`config.mk`:
```
export PLATFORM = sky130hd
export DESIGN_NAME = sensor_monitor
export DESIGN_NICKNAME = d
export VERILOG_FILES = /design/src/sensor_pkg.sv /design/src/aux_channel_scanner.sv /design/src/internal_sensor_poller.sv /design/src/sensor_bus_arbiter.sv /design/src/sensor_monitor.sv
export SDC_FILE = /design/constraint.sdc
export NUM_CORES = 1
export LEC_CHECK = 0
export BUFFER_PORTS_ARGS = -buffer_cell sky130_fd_sc_hd__buf_2
export CAP_MARGIN = 10
export CORE_ASPECT_RATIO = 1.2
export CORE_MARGIN = 10
export CORE_UTILIZATION = 50
export DETAILED_ROUTE_END_ITERATION = 6
export PLACE_DENSITY = 0.71
export SLEW_MARGIN = 25
export SYNTH_ARGS = -nofsm -noshare
export SYNTH_HDL_FRONTEND = slang
export SYNTH_SLANG_ARGS = --single-unit
export TNS_END_PERCENT = 50
```
`constraint.sdc`:
```
create_clock -name clk -period 11.6 [get_ports clk]
set_input_delay 0.58 -clock clk [delete_from_list [all_inputs] [get_ports clk]]
set_output_delay 0.58 -clock clk [all_outputs]
set_load 0.005 [all_outputs]
```
`src/sensor_pkg.sv`:
```
`default_nettype none

package sensor_pkg;

	// Register port and reading widths
	typedef logic [11:0] adc_code_t;	// Top 12 bits of a result word
	typedef logic [15:0] drp_data_t;
	typedef logic [6:0]  drp_addr_t;
	typedef logic [15:0] fix88_t;		// 8.8, LSB is 1/256 V or degC
	typedef logic [16:0] gain_t;		// Multiplier constant operand

	// Status register map
	localparam drp_addr_t ADDR_TEMP     = 7'd0;
	localparam drp_addr_t ADDR_VCCINT   = 7'd1;
	localparam drp_addr_t ADDR_VCCAUX   = 7'd2;
	localparam drp_addr_t ADDR_VCCBRAM  = 7'd6;
	localparam drp_addr_t ADDR_AUX_BASE = 7'd16;	// Aux channel 0 result

	localparam int NUM_AUX = 16;
	typedef logic [$clog2(NUM_AUX)-1:0] aux_idx_t;
	localparam logic [NUM_AUX-1:0] AUX_ENABLE = 16'h8C35;	// Channels read by the scanner

	// Temp = code * 503.975 / 4096 - 273.15, both constants in 8.8
	localparam gain_t       TEMP_GAIN   = 17'h1F7F9;
	localparam logic [16:0] TEMP_OFFSET = 17'h11126;
	// Supply = code * 3 / 4096
	localparam gain_t       VOLT_GAIN   = 17'd3;

	// Power-up sequence lengths in clk cycles
	localparam int RESET_HOLD_CYCLES = 256;
	localparam int SETTLE_CYCLES     = 256;

	typedef enum logic [1:0] {ARB_HOLD, ARB_SETTLE, ARB_IDLE, ARB_BUSY} arb_state_t;
	typedef enum logic {POLL_REQ, POLL_CONV} poller_state_t;
	typedef enum logic {SCAN_FIND, SCAN_REQ} scan_state_t;

endpackage

`default_nettype wire

```
`src/aux_channel_scanner.sv`:
```
`timescale 1ns/1ps
`default_nettype none

module aux_channel_scanner (
	input  wire                                   clk,
	input  wire                                   rst_n,
	output logic                                  req,
	output sensor_pkg::drp_addr_t                 addr,
	input  wire logic                             rd_valid,
	input  wire sensor_pkg::drp_data_t            rd_data,
	output logic [sensor_pkg::NUM_AUX*12-1:0]     aux_codes,	// Channel n at n*12 +: 12
	output logic                                  sweep_done
);

	sensor_pkg::scan_state_t state;
	sensor_pkg::aux_idx_t    ch;		// Current channel
	sensor_pkg::aux_idx_t    ch_next;
	sensor_pkg::adc_code_t   rd_code;
	logic [sensor_pkg::NUM_AUX-1:0] above;	// Enabled channels past ch

	assign ch_next = ch + 1'b1;
	assign rd_code = rd_data[15:4];
	assign above   = sensor_pkg::AUX_ENABLE & ~((16'd2 << ch) - 16'd1);

	assign req  = (state == sensor_pkg::SCAN_REQ);
	assign addr = sensor_pkg::ADDR_AUX_BASE + sensor_pkg::drp_addr_t'(ch);

	always_ff @(posedge clk or negedge rst_n) begin
		if (!rst_n) begin
			state      <= sensor_pkg::SCAN_FIND;
			ch         <= '0;
			aux_codes  <= '0;	// Disabled slots stay zero
			sweep_done <= 1'b0;
		end else begin
			sweep_done <= 1'b0;
			case (state)
				sensor_pkg::SCAN_FIND: begin	// Skip one disabled channel per cycle
					if (sensor_pkg::AUX_ENABLE[ch])
						state <= sensor_pkg::SCAN_REQ;
					else
						ch <= ch_next;
				end
				default: begin
					if (rd_valid) begin
						aux_codes[ch * 12 +: 12] <= rd_code;
						sweep_done <= (above == '0);	// Last enabled channel done
						ch         <= ch_next;
						// Neighbour enabled, keep req up with the new address
						if (!sensor_pkg::AUX_ENABLE[ch_next])
							state <= sensor_pkg::SCAN_FIND;
					end
				end
			endcase
		end
	end

endmodule

`default_nettype wire

```
`src/internal_sensor_poller.sv`:
```
`timescale 1ns/1ps
`default_nettype none

module internal_sensor_poller (
	input  wire                        clk,
	input  wire                        rst_n,
	output logic                       req,
	output sensor_pkg::drp_addr_t      addr,
	input  wire logic                  rd_valid,
	input  wire sensor_pkg::drp_data_t rd_data,
	output sensor_pkg::fix88_t         die_temp,
	output sensor_pkg::fix88_t         volt_core,
	output sensor_pkg::fix88_t         volt_aux,
	output sensor_pkg::fix88_t         volt_ram,
	output logic                       sweep_done
);

	sensor_pkg::poller_state_t state;
	logic [1:0] sel;	// 0 temp, 1 vccint, 2 vccaux, 3 vccbram

	// Multiplier pipeline with a sensor index tag per stage
	sensor_pkg::adc_code_t mult_a;
	sensor_pkg::gain_t     mult_b;
	logic [31:0] prod1;
	logic [31:0] prod2;
	logic        v1, v2, v3;
	logic [1:0]  t1, t2, t3;
	logic [31:0] temp_full;

	assign req = (state == sensor_pkg::POLL_REQ);

	always_comb begin
		case (sel)
			2'd0:    addr = sensor_pkg::ADDR_TEMP;
			2'd1:    addr = sensor_pkg::ADDR_VCCINT;
			2'd2:    addr = sensor_pkg::ADDR_VCCAUX;
			default: addr = sensor_pkg::ADDR_VCCBRAM;
		endcase
	end

	// Sequencer waits for the stored result before the next request
	always_ff @(posedge clk or negedge rst_n) begin
		if (!rst_n) begin
			state <= sensor_pkg::POLL_REQ;
			sel   <= 2'd0;
		end else begin
			case (state)
				sensor_pkg::POLL_REQ: begin
					if (rd_valid)
						state <= sensor_pkg::POLL_CONV;
				end
				default: begin
					if (v3) begin	// Output written this edge
						sel   <= sel + 2'd1;	// Wraps back to temp
						state <= sensor_pkg::POLL_REQ;
					end
				end
			endcase
		end
	end

	// Operand, product and product delay stages
	always_ff @(posedge clk) begin
		mult_a <= rd_data[15:4];	// Drop the four LSBs
		mult_b <= (sel == 2'd0) ? sensor_pkg::TEMP_GAIN : sensor_pkg::VOLT_GAIN;
		prod1  <= mult_a * mult_b;
		prod2  <= prod1;
	end

	// Stage valids and tags
	always_ff @(posedge clk or negedge rst_n) begin
		if (!rst_n) begin
			v1 <= 1'b0;
			v2 <= 1'b0;
			v3 <= 1'b0;
			t1 <= 2'd0;
			t2 <= 2'd0;
			t3 <= 2'd0;
		end else begin
			v1 <= rd_valid;
			v2 <= v1;
			v3 <= v2;
			t1 <= sel;
			t2 <= t1;
			t3 <= t2;
		end
	end

	// Shift 12 for the divide, keep 8 fraction bits, then subtract the offset
	assign temp_full = {12'd0, prod2[31:12]} - {15'd0, sensor_pkg::TEMP_OFFSET};

	// Result registers
	always_ff @(posedge clk or negedge rst_n) begin
		if (!rst_n) begin
			die_temp   <= '0;
			volt_core  <= '0;
			volt_aux   <= '0;
			volt_ram   <= '0;
			sweep_done <= 1'b0;
		end else begin
			sweep_done <= v3 && (t3 == 2'd3);	// VCCBRAM closes the sweep
			if (v3) begin
				case (t3)
					2'd0:    die_temp  <= temp_full[15:0];
					2'd1:    volt_core <= prod2[19:4];	// Net shift of 4
					2'd2:    volt_aux  <= prod2[19:4];
					default: volt_ram  <= prod2[19:4];
				endcase
			end
		end
	end

endmodule

`default_nettype wire

```
`src/sensor_bus_arbiter.sv`:
```
`timescale 1ns/1ps
`default_nettype none

module sensor_bus_arbiter (
	input  wire                    clk,
	input  wire                    rst_n,
	input  wire logic              int_req,		// Internal poller
	input  wire sensor_pkg::drp_addr_t int_addr,
	input  wire logic              aux_req,		// Aux scanner
	input  wire sensor_pkg::drp_addr_t aux_addr,
	output logic                   int_rd_valid,
	output logic                   aux_rd_valid,
	output sensor_pkg::drp_data_t  rd_data,
	output logic                   drp_en,
	output sensor_pkg::drp_addr_t  drp_addr,
	input  wire sensor_pkg::drp_data_t drp_dout,
	input  wire logic              drp_ready,
	output logic                   adc_reset
);

	sensor_pkg::arb_state_t state;
	logic [8:0] count;		// Hold / settle timer
	logic       owner_aux;	// Owner of the open read, also last served
	logic       grant_aux;

	// Round robin, aux wins a tie only if int was served last
	assign grant_aux = aux_req && (!int_req || !owner_aux);

	// Ready pulse goes straight back to whoever owns the read
	assign int_rd_valid = drp_ready && (state == sensor_pkg::ARB_BUSY) && !owner_aux;
	assign aux_rd_valid = drp_ready && (state == sensor_pkg::ARB_BUSY) && owner_aux;
	assign rd_data      = drp_dout;

	always_ff @(posedge clk or negedge rst_n) begin
		if (!rst_n) begin
			state     <= sensor_pkg::ARB_HOLD;
			count     <= '0;
			adc_reset <= 1'b1;	// ADC held in reset from power-up
			drp_en    <= 1'b0;
			drp_addr  <= '0;
			owner_aux <= 1'b0;
		end else begin
			drp_en <= 1'b0;	// Single cycle strobe
			case (state)
				sensor_pkg::ARB_HOLD: begin
					count <= count + 9'd1;
					if (count == 9'(sensor_pkg::RESET_HOLD_CYCLES - 1)) begin
						count     <= '0;
						adc_reset <= 1'b0;
						state     <= sensor_pkg::ARB_SETTLE;
					end
				end
				sensor_pkg::ARB_SETTLE: begin	// Let the ADC calibrate
					count <= count + 9'd1;
					if (count == 9'(sensor_pkg::SETTLE_CYCLES - 1))
						state <= sensor_pkg::ARB_IDLE;
				end
				sensor_pkg::ARB_IDLE: begin
					if (int_req || aux_req) begin
						drp_en    <= 1'b1;
						drp_addr  <= grant_aux ? aux_addr : int_addr;
						owner_aux <= grant_aux;
						state     <= sensor_pkg::ARB_BUSY;
					end
				end
				default: begin	// One read outstanding
					if (drp_ready)
						state <= sensor_pkg::ARB_IDLE;
				end
			endcase
		end
	end

endmodule

`default_nettype wire

```
`src/sensor_monitor.sv`:
```
`timescale 1ns/1ps
`default_nettype none

module sensor_monitor (
	input  wire                                   clk,
	input  wire                                   rst_n,
	// ADC register port
	output wire logic                             drp_en,
	output wire sensor_pkg::drp_addr_t            drp_addr,
	output wire logic                             adc_reset,
	input  wire sensor_pkg::drp_data_t            drp_dout,
	input  wire logic                             drp_ready,
	// Converted readings
	output wire sensor_pkg::fix88_t               die_temp,
	output wire sensor_pkg::fix88_t               volt_core,
	output wire sensor_pkg::fix88_t               volt_aux,
	output wire sensor_pkg::fix88_t               volt_ram,
	output wire logic [sensor_pkg::NUM_AUX*12-1:0] aux_codes,
	output wire logic                             int_sweep_done,
	output wire logic                             aux_sweep_done
);

	// Peer side of the arbiter
	wire logic                  int_req;
	wire sensor_pkg::drp_addr_t int_addr;
	wire logic                  int_rd_valid;
	wire logic                  aux_req;
	wire sensor_pkg::drp_addr_t aux_addr;
	wire logic                  aux_rd_valid;
	wire sensor_pkg::drp_data_t rd_data;	// Shared by both peers

	sensor_bus_arbiter u_arbiter (
		.clk          (clk),
		.rst_n        (rst_n),
		.int_req      (int_req),
		.int_addr     (int_addr),
		.aux_req      (aux_req),
		.aux_addr     (aux_addr),
		.int_rd_valid (int_rd_valid),
		.aux_rd_valid (aux_rd_valid),
		.rd_data      (rd_data),
		.drp_en       (drp_en),
		.drp_addr     (drp_addr),
		.drp_dout     (drp_dout),
		.drp_ready    (drp_ready),
		.adc_reset    (adc_reset)
	);

	internal_sensor_poller u_internal (
		.clk        (clk),
		.rst_n      (rst_n),
		.req        (int_req),
		.addr       (int_addr),
		.rd_valid   (int_rd_valid),
		.rd_data    (rd_data),
		.die_temp   (die_temp),
		.volt_core  (volt_core),
		.volt_aux   (volt_aux),
		.volt_ram   (volt_ram),
		.sweep_done (int_sweep_done)
	);

	aux_channel_scanner u_aux (
		.clk        (clk),
		.rst_n      (rst_n),
		.req        (aux_req),
		.addr       (aux_addr),
		.rd_valid   (aux_rd_valid),
		.rd_data    (rd_data),
		.aux_codes  (aux_codes),
		.sweep_done (aux_sweep_done)
	);

endmodule

`default_nettype wire

```
==> results.ini, run 1 <==
[clock_network]
cts.sinks=355
cts_buffer_depth=3
root_buffer=clkbuf_16
clkLatencyLatePin_ns=0.53
post_cts_buffers=0
postCtsResizedCells=0
clkTransAtPathRegs_ns=0.06
numCtsBuffers=38
cts_max_level=2
cts_hold_buf=0
cts_tree=built

[finish]
seqCellArea_um2=8570
final_cell_area_um2=22500
nFillCells=3201
drive_gt1_share_pct=30.1
multiInputGateArea_um2=10000
nets=2213
stdcell_count=2514
synthToLayoutAreaGrowth_pct=15.7

[grt]
grt_max_degree=80
grt_pass1_wl_um=81700
groute.usage.overall_pct=21.8
overflow=0
grt_antenna_before_repair=4
grt_pass1_vias=14700

[detailed_routing]
vias=14100
drc_errors=0
viasPerCell=5.59
wl_um=51400
drt_first_iter_violations=718
wire_per_inst_um=20.5
dr.pass1.iters=5
postRouteAntennaNets=0

[sta]
max_freq_mhz=160
finalCriticalPeriod_ns=6.27
fin_skew_ns=0.0114
rsz0062_at_grt=false
fin_setup_tns_ns=0
fin_crit_sh_pct=54.0
tightest_slew_ns=1.02
finalMaxSlewViolations=0
setup_viol=0
relSlewSlack_pct=32.2
hold_violations=0

[place]
placed_cells=2447
gp_congestion=0.914
placed_area_um2=21200
port_buffers=279
dp_hpwl_um=39900

[critical_path]
worstSetupPathType=flop to flop
rr_endpoint=u_internal.prod1[26]
rrSetupSlack_ns=5.33
cp_data_required_time_ns=12.00
startpoint_type=flop
cp_slowest_cell=fa_1
crit_chain=and2_1 -> fa_1 -> inv_1 -> fa_1 -> inv_1 -> ha_1 -> inv_1 -> fa_1 -> inv_1 -> fa_1 -> ha_1 -> o21ai_0 -> a21oi_1 -> o311ai_0 -> a31oi_1 -> o21a_1 -> o311ai_0
slowest_delay_ns=0.90
endpoint_kind=flop
rr_startpoint=u_internal.mult_b[15]
worstPathMaxFanout=12
r2r_cells=17
cp.arrival_ns=6.66

[synth]
postSynthRegisterBits=355
synth_top_area_share_pct=37.6
ys.flop_type=dfrtp_1
netlist_area_um2=19400
syn_inst=1743
synth_area_per_cell_um2=11.1
synth_edf_count=0
yosysWarnings=0
synthTopCellsByArea=dfrtp_1, mux2_2, fa_1
synth_top_cell_by_area=dfrtp_1
ys_types=76
ys_async_sr_fraction_pct=82.5
seq_area_frac_synth_pct=44.1

[run]
cap_violations=0

[floorplanning]
rows=79
die_w_um=200
die-area_um2=47200
die_h_um=236
coreArea_um2=38500
io_pins=286
initial_utilization_pct=50.4

[min_path]
hp-class=input pin to asynchronous set/reset pin

[status]
status=completed

[cell families after synthesis]
kind of cell / Yosys count / share of synthesized area, %
buffers and inverters: 211 / 4.37
and+or+nand+nor: 425 / 10.6
adders and majority gates: 193 / 16.0
AOI/OAI and AO/OA: 286 / 9.72
muxes: 220 / 12.7
xor gates and xnor gates: 52 / 2.42
other: 1 / 0.0193
DFF: 355 / 44.1
[cell usage in the layout (no fill, tap or decap), types with 11 or more instances in the layout]
cell and count:
dfrtp_1 292, buf_2 278, mux2_2 218, inv_1 131, nor2_1 120, nand2_1 117
ha_1 100, fa_1 93, o21ai_0 77, dfxtp_1 62, nor3_1 49, a21oi_1 43
xnor2_1 41, clkbuf_16 39, and2_1 24, o31ai_1 21, nand3_1 20, o22ai_1 19
a31oi_1 18, or2_2 16, a22o_1 16, buf_4 14, a21o_1 12, and3_1 11
[per-layer routing]
metal / vias up / GRT usage (%) / part of all wire (%)
li1: 6551 / - / -
met1: 6936 / 25.1 / 38
met2: 466 / 37.6 / 50
met3: 101 / 6.11 / 8.2
met4: 4 / 7.84 / 3.4
met5: - / 0 / 0.047
[registers in the layout, summed over array words and instances (netlist names), 4 cells and up]
signal,cells
u_internal.volt_core,16
u_internal.prod1,24
u_internal.volt_aux,16
u_internal.die_temp,16
u_internal.prod2,24
u_internal.mult_a,12
u_aux.ch,4
u_arbiter.count,9
u_aux.aux_codes,192
u_internal.volt_ram,16
u_arbiter.drp_addr,4
[area by class of cell]
type | instances | area share, %
Multi-Input combinational cell | 1178 | 44.7
Sequential cell | 355 | 38.1
Timing Repair Buffer | 293 | 6.72
Clock buffer | 53 | 4.75
Tap cell | 486 | 2.71
Inverter | 135 | 2.25
Clock inverter | 12 | 0.679
Antenna cell | 2 | 0.0223
[critical path, delay by kind of cell (launching register included)]
kind            cells  cell delay, ns
compound gates      6            2.03
fa+ha+maj           6            3.09
buf+inv             4            0.34
flops               1            0.41
simple gates        1            0.28
[Yosys cell counts (4+ instances only)]
cell type and n:
a211oi_1 6, a21o_1 12, a21oi_1 45, a22o_1 16, a22oi_1 10, a31oi_1 18
and2_1 24, and3_1 11, buf_1 5, buf_2 7, buf_6 5, clkbuf_1 56
dfrtp_1 292, dfxtp_1 62, fa_1 93, ha_1 100, inv_1 131, mux2_2 218
nand2_1 117, nand2b_1 10, nand3_1 20, nand3b_1 5, nand4_1 8, nor2_1 120
nor2b_1 9, nor3_1 49, nor3_2 4, o2111ai_1 4, o211ai_1 4, o21a_1 6
o21ai_0 77, o21ai_1 4, o22ai_1 19, o31ai_1 21, o32ai_1 4, o41ai_1 4
or2_2 16, or3_1 8, or4_1 4, xnor2_1 44, xor2_1 6
[through the flow]
step           setup slack [ns]  hold WS [ns]  utilization [%]
3_3_place_gp               5.45         0.310             55.1
2_1_floorplan              6.05         0.284                -
3_5_place_dp               5.41         0.312             55.1
6_report                   5.33       0.00858             58.3
4_1_cts                    5.31        0.0215             58.3
5_1_grt                    4.95        0.0523             58.3
[worst max-delay path by stage]
stage                          start  slack [ns]                   end
6_report       u_internal.mult_b[15]        5.33  u_internal.prod1[26]
5_1_grt        u_internal.mult_b[15]        4.95  u_internal.prod1[26]
4_1_cts        u_internal.mult_b[15]        5.31  u_internal.prod1[26]
3_5_place_dp   u_internal.mult_b[15]        5.41  u_internal.prod1[26]
3_3_place_gp   u_internal.mult_b[15]        5.45  u_internal.prod1[26]
2_1_floorplan  u_internal.mult_b[15]        6.05  u_internal.prod1[27]
Power of run 1 is left out: the tool's default activity adds up to more than one toggle a clock period on the data nets, which glitch-free logic cannot reach.
==> run 2, diff against run 1 <==
- PLACE_DENSITY: 0.71 -> 0.74
- clock period: 11.6 -> 5.6 ns (I/O delays scaled with it)
==> run 2 against run 1 <==
Effect of this change:
- global-route usage increased by 0.34 points
- highest routed layer is now met4
- flip-flop and latch count stayed put
- worst hold slack improved by 0.017 ns
- fmax up 16%
- utilization rose by 1.3 points
- first-iteration DRC count is 14% higher
- critical path type unchanged
- routed wire length increased by 3.1%
- clock skew is 0.0054 ns higher
- sequential share of layout area is 0.85 points lower
==> results.ini, run 2 (synthesis gave the netlist of run 1 again) <==
[grt]
grt_pass1_wl_um=82900  ; was 81,700 um
grt_pass1_vias=15000  ; was 14,700
overflow=0  ; unchanged
grt_antenna_before_repair=1  ; was 4
groute.usage.overall_pct=22.1  ; was 21.8%
grt_max_degree=146  ; was 80

[sta]
holdWs_ns=0.0258  ; was 0.00858 ns
fin_setup_tns_ns=0  ; unchanged
setup_viol=0  ; unchanged
finalMaxSlewViolations=0  ; unchanged
fin_crit_sh_pct=96.7  ; was 54.0%
finalWorstSetupSlack_ns=0.185  ; was 5.33 ns
relSlewSlack_pct=35.4  ; was 32.2%
finalCriticalPeriod_ns=5.42  ; was 6.27 ns
fin_skew_ns=0.0168  ; was 0.0114 ns
hold_violations=0  ; unchanged
tightest_slew_ns=0.963  ; was 1.02 ns
max_freq_mhz=185  ; was 160 MHz

[place]
dp_hpwl_um=40800  ; was 39,900 um
port_buffers=279  ; unchanged
pre_cts_ws_ns=-0.0791  ; was 5.41 ns
placed_cells=2494  ; was 2,447
gp_congestion=0.913  ; was 0.914

[detailed_routing]
wire_per_inst_um=20.6  ; was 20.5 um
highest_layer=met4  ; was met5
postRouteAntennaNets=0  ; unchanged
vias=14400  ; was 14,100
met3_length_um=4610  ; was 4200 um
drt_first_iter_violations=816  ; was 718
wl_met1_um=20200  ; was 19,800 um
dr.pass1.iters=5  ; unchanged
wl_met2_um=25900  ; was 25,700 um
viasPerCell=5.60  ; was 5.59
drc_errors=0  ; unchanged
wl_um=53000  ; was 51,400 um

[floorplanning]
io_pins=286  ; unchanged
die-area_um2=47200  ; unchanged
coreArea_um2=38500  ; unchanged
rows=79  ; unchanged
die_h_um=236  ; unchanged
die_w_um=200  ; unchanged
initial_utilization_pct=50.4  ; unchanged

[finish]
top_regs=u_aux.aux_codes: 192 flops, u_internal.prod1: 24 flops, u_internal.prod2: 24 flops  ; unchanged
nets=2267  ; was 2,213
stdcell_count=2572  ; was 2,514
layout_common_cells=dfrtp_1, buf_2, mux2_2  ; unchanged
final_common_cell=dfrtp_1  ; unchanged
synthToLayoutAreaGrowth_pct=18.3  ; was 15.7%
regMostFlops=u_aux.aux_codes  ; unchanged
largest_reg_flops=192  ; unchanged
drive_gt1_share_pct=32.2  ; was 30.1%

[critical_path]
cp_common_cell=fa_1
rrSetupSlack_ns=0.18  ; was 5.33 ns
cp.arrival_ns=5.84  ; was 6.66 ns
endpoint_kind=flop  ; unchanged
slowest_delay_ns=0.58  ; was 0.90 ns
worstSetupPathType=flop to flop  ; unchanged
r2r_cells=18  ; was 17
cp.depth=18  ; was 17
crit_chain=buf_4 -> and2_1 -> fa_1 -> inv_2 -> fa_1 -> fa_1 -> fa_1 -> inv_1 -> fa_1 -> ha_1 -> a21oi_1 -> o21ai_0 -> or3_1 -> o211ai_1 -> buf_4 -> o31ai_4 -> o2111a_1 -> a211o_1  ; was and2_1 -> fa_1 -> inv_1 -> fa_1 -> inv_1 -> ha_1 -> inv_1 -> fa_1 -> inv_1 -> fa_1 -> ha_1 -> o21ai_0 -> a21oi_1 -> o311ai_0 -> a31oi_1 -> o21a_1 -> o311ai_0
cp_slowest_cell=fa_1  ; unchanged
crit_family=adder cells  ; unchanged
rr_startpoint=u_internal.mult_b[15]  ; unchanged
worstPathMaxFanout=9  ; was 12
rr_endpoint=u_internal.prod1[27]  ; was u_internal.prod1[26]
cp_data_required_time_ns=6.02  ; was 12.00 ns
cp.buffers_inverters=4  ; unchanged
startpoint_type=flop  ; unchanged

[clock_network]
cts_buffer_depth=3  ; unchanged
clkLatencyLatePin_ns=0.54  ; was 0.53 ns
numCtsBuffers=38  ; unchanged
clkTransAtPathRegs_ns=0.07  ; was 0.06 ns
cts_max_level=2  ; unchanged
cts.sinks=355  ; unchanged
root_buffer=clkbuf_16  ; unchanged
cts_tree=built  ; unchanged

[min_path]
hp-class=input pin to flop  ; was input pin to asynchronous set/reset pin
hold_end=u_internal.mult_a[11]
hold_path_startpoint=drp_dout[15]
hold_depth=1

[status]
status=completed  ; unchanged

[run]
cap_violations=0  ; unchanged

-- run 2: stage by stage --
stage | util (%) | instance area (um2)
2_1_floorplan | - | 19400
3_5_place_dp | 56.1 | 21600
5_1_grt | 59.6 | 23000
3_3_place_gp | 56.0 | 21600
6_report | 59.6 | 23000
4_1_cts | 59.5 | 22900
-- run 2: layout make-up --
cell class / instances / area (um2)
multi-input combinational: 1178 / 10100
tap: 486 / 608
inverter: 135 / 507
clock inverter: 16 / 149
fill: 3123 / 15600
clock buffer: 53 / 1110
sequential: 355 / 8580
timing repair buffer: 347 / 1940
antenna: 2 / 5.00
-- run 2: worst max path at each step --
stage                               start                   end  slack, ns
floorplan           u_internal.mult_b[15]  u_internal.prod1[27]       0.05
global placement    u_internal.mult_b[15]  u_internal.prod1[27]      -0.02
detailed placement  u_internal.mult_b[15]  u_internal.prod1[27]      -0.08
CTS                 u_internal.mult_b[15]  u_internal.prod1[27]       0.05
global route        u_internal.mult_b[15]  u_internal.prod1[27]      -0.02
finish              u_internal.mult_b[15]  u_internal.prod1[27]       0.18
-- run 2: routing by layer --
layer | up-vias | track usage [%]
met5 | - | 0
met4 | 0 | 9.72
met3 | 133 | 6.70
met2 | 494 | 37.7
met1 | 7101 | 25.0
li1 | 6663 | -
-- run 2: timing repair --
item,4_1_cts,5_1_grt
gates resized for setup,3,12
hold buffers,5,0
hold endpoints to repair,92,0
setup endpoints to repair,1,6
setup buffers,1,1
pin swaps,1,3
Power of run 2 is left out for the same reason.
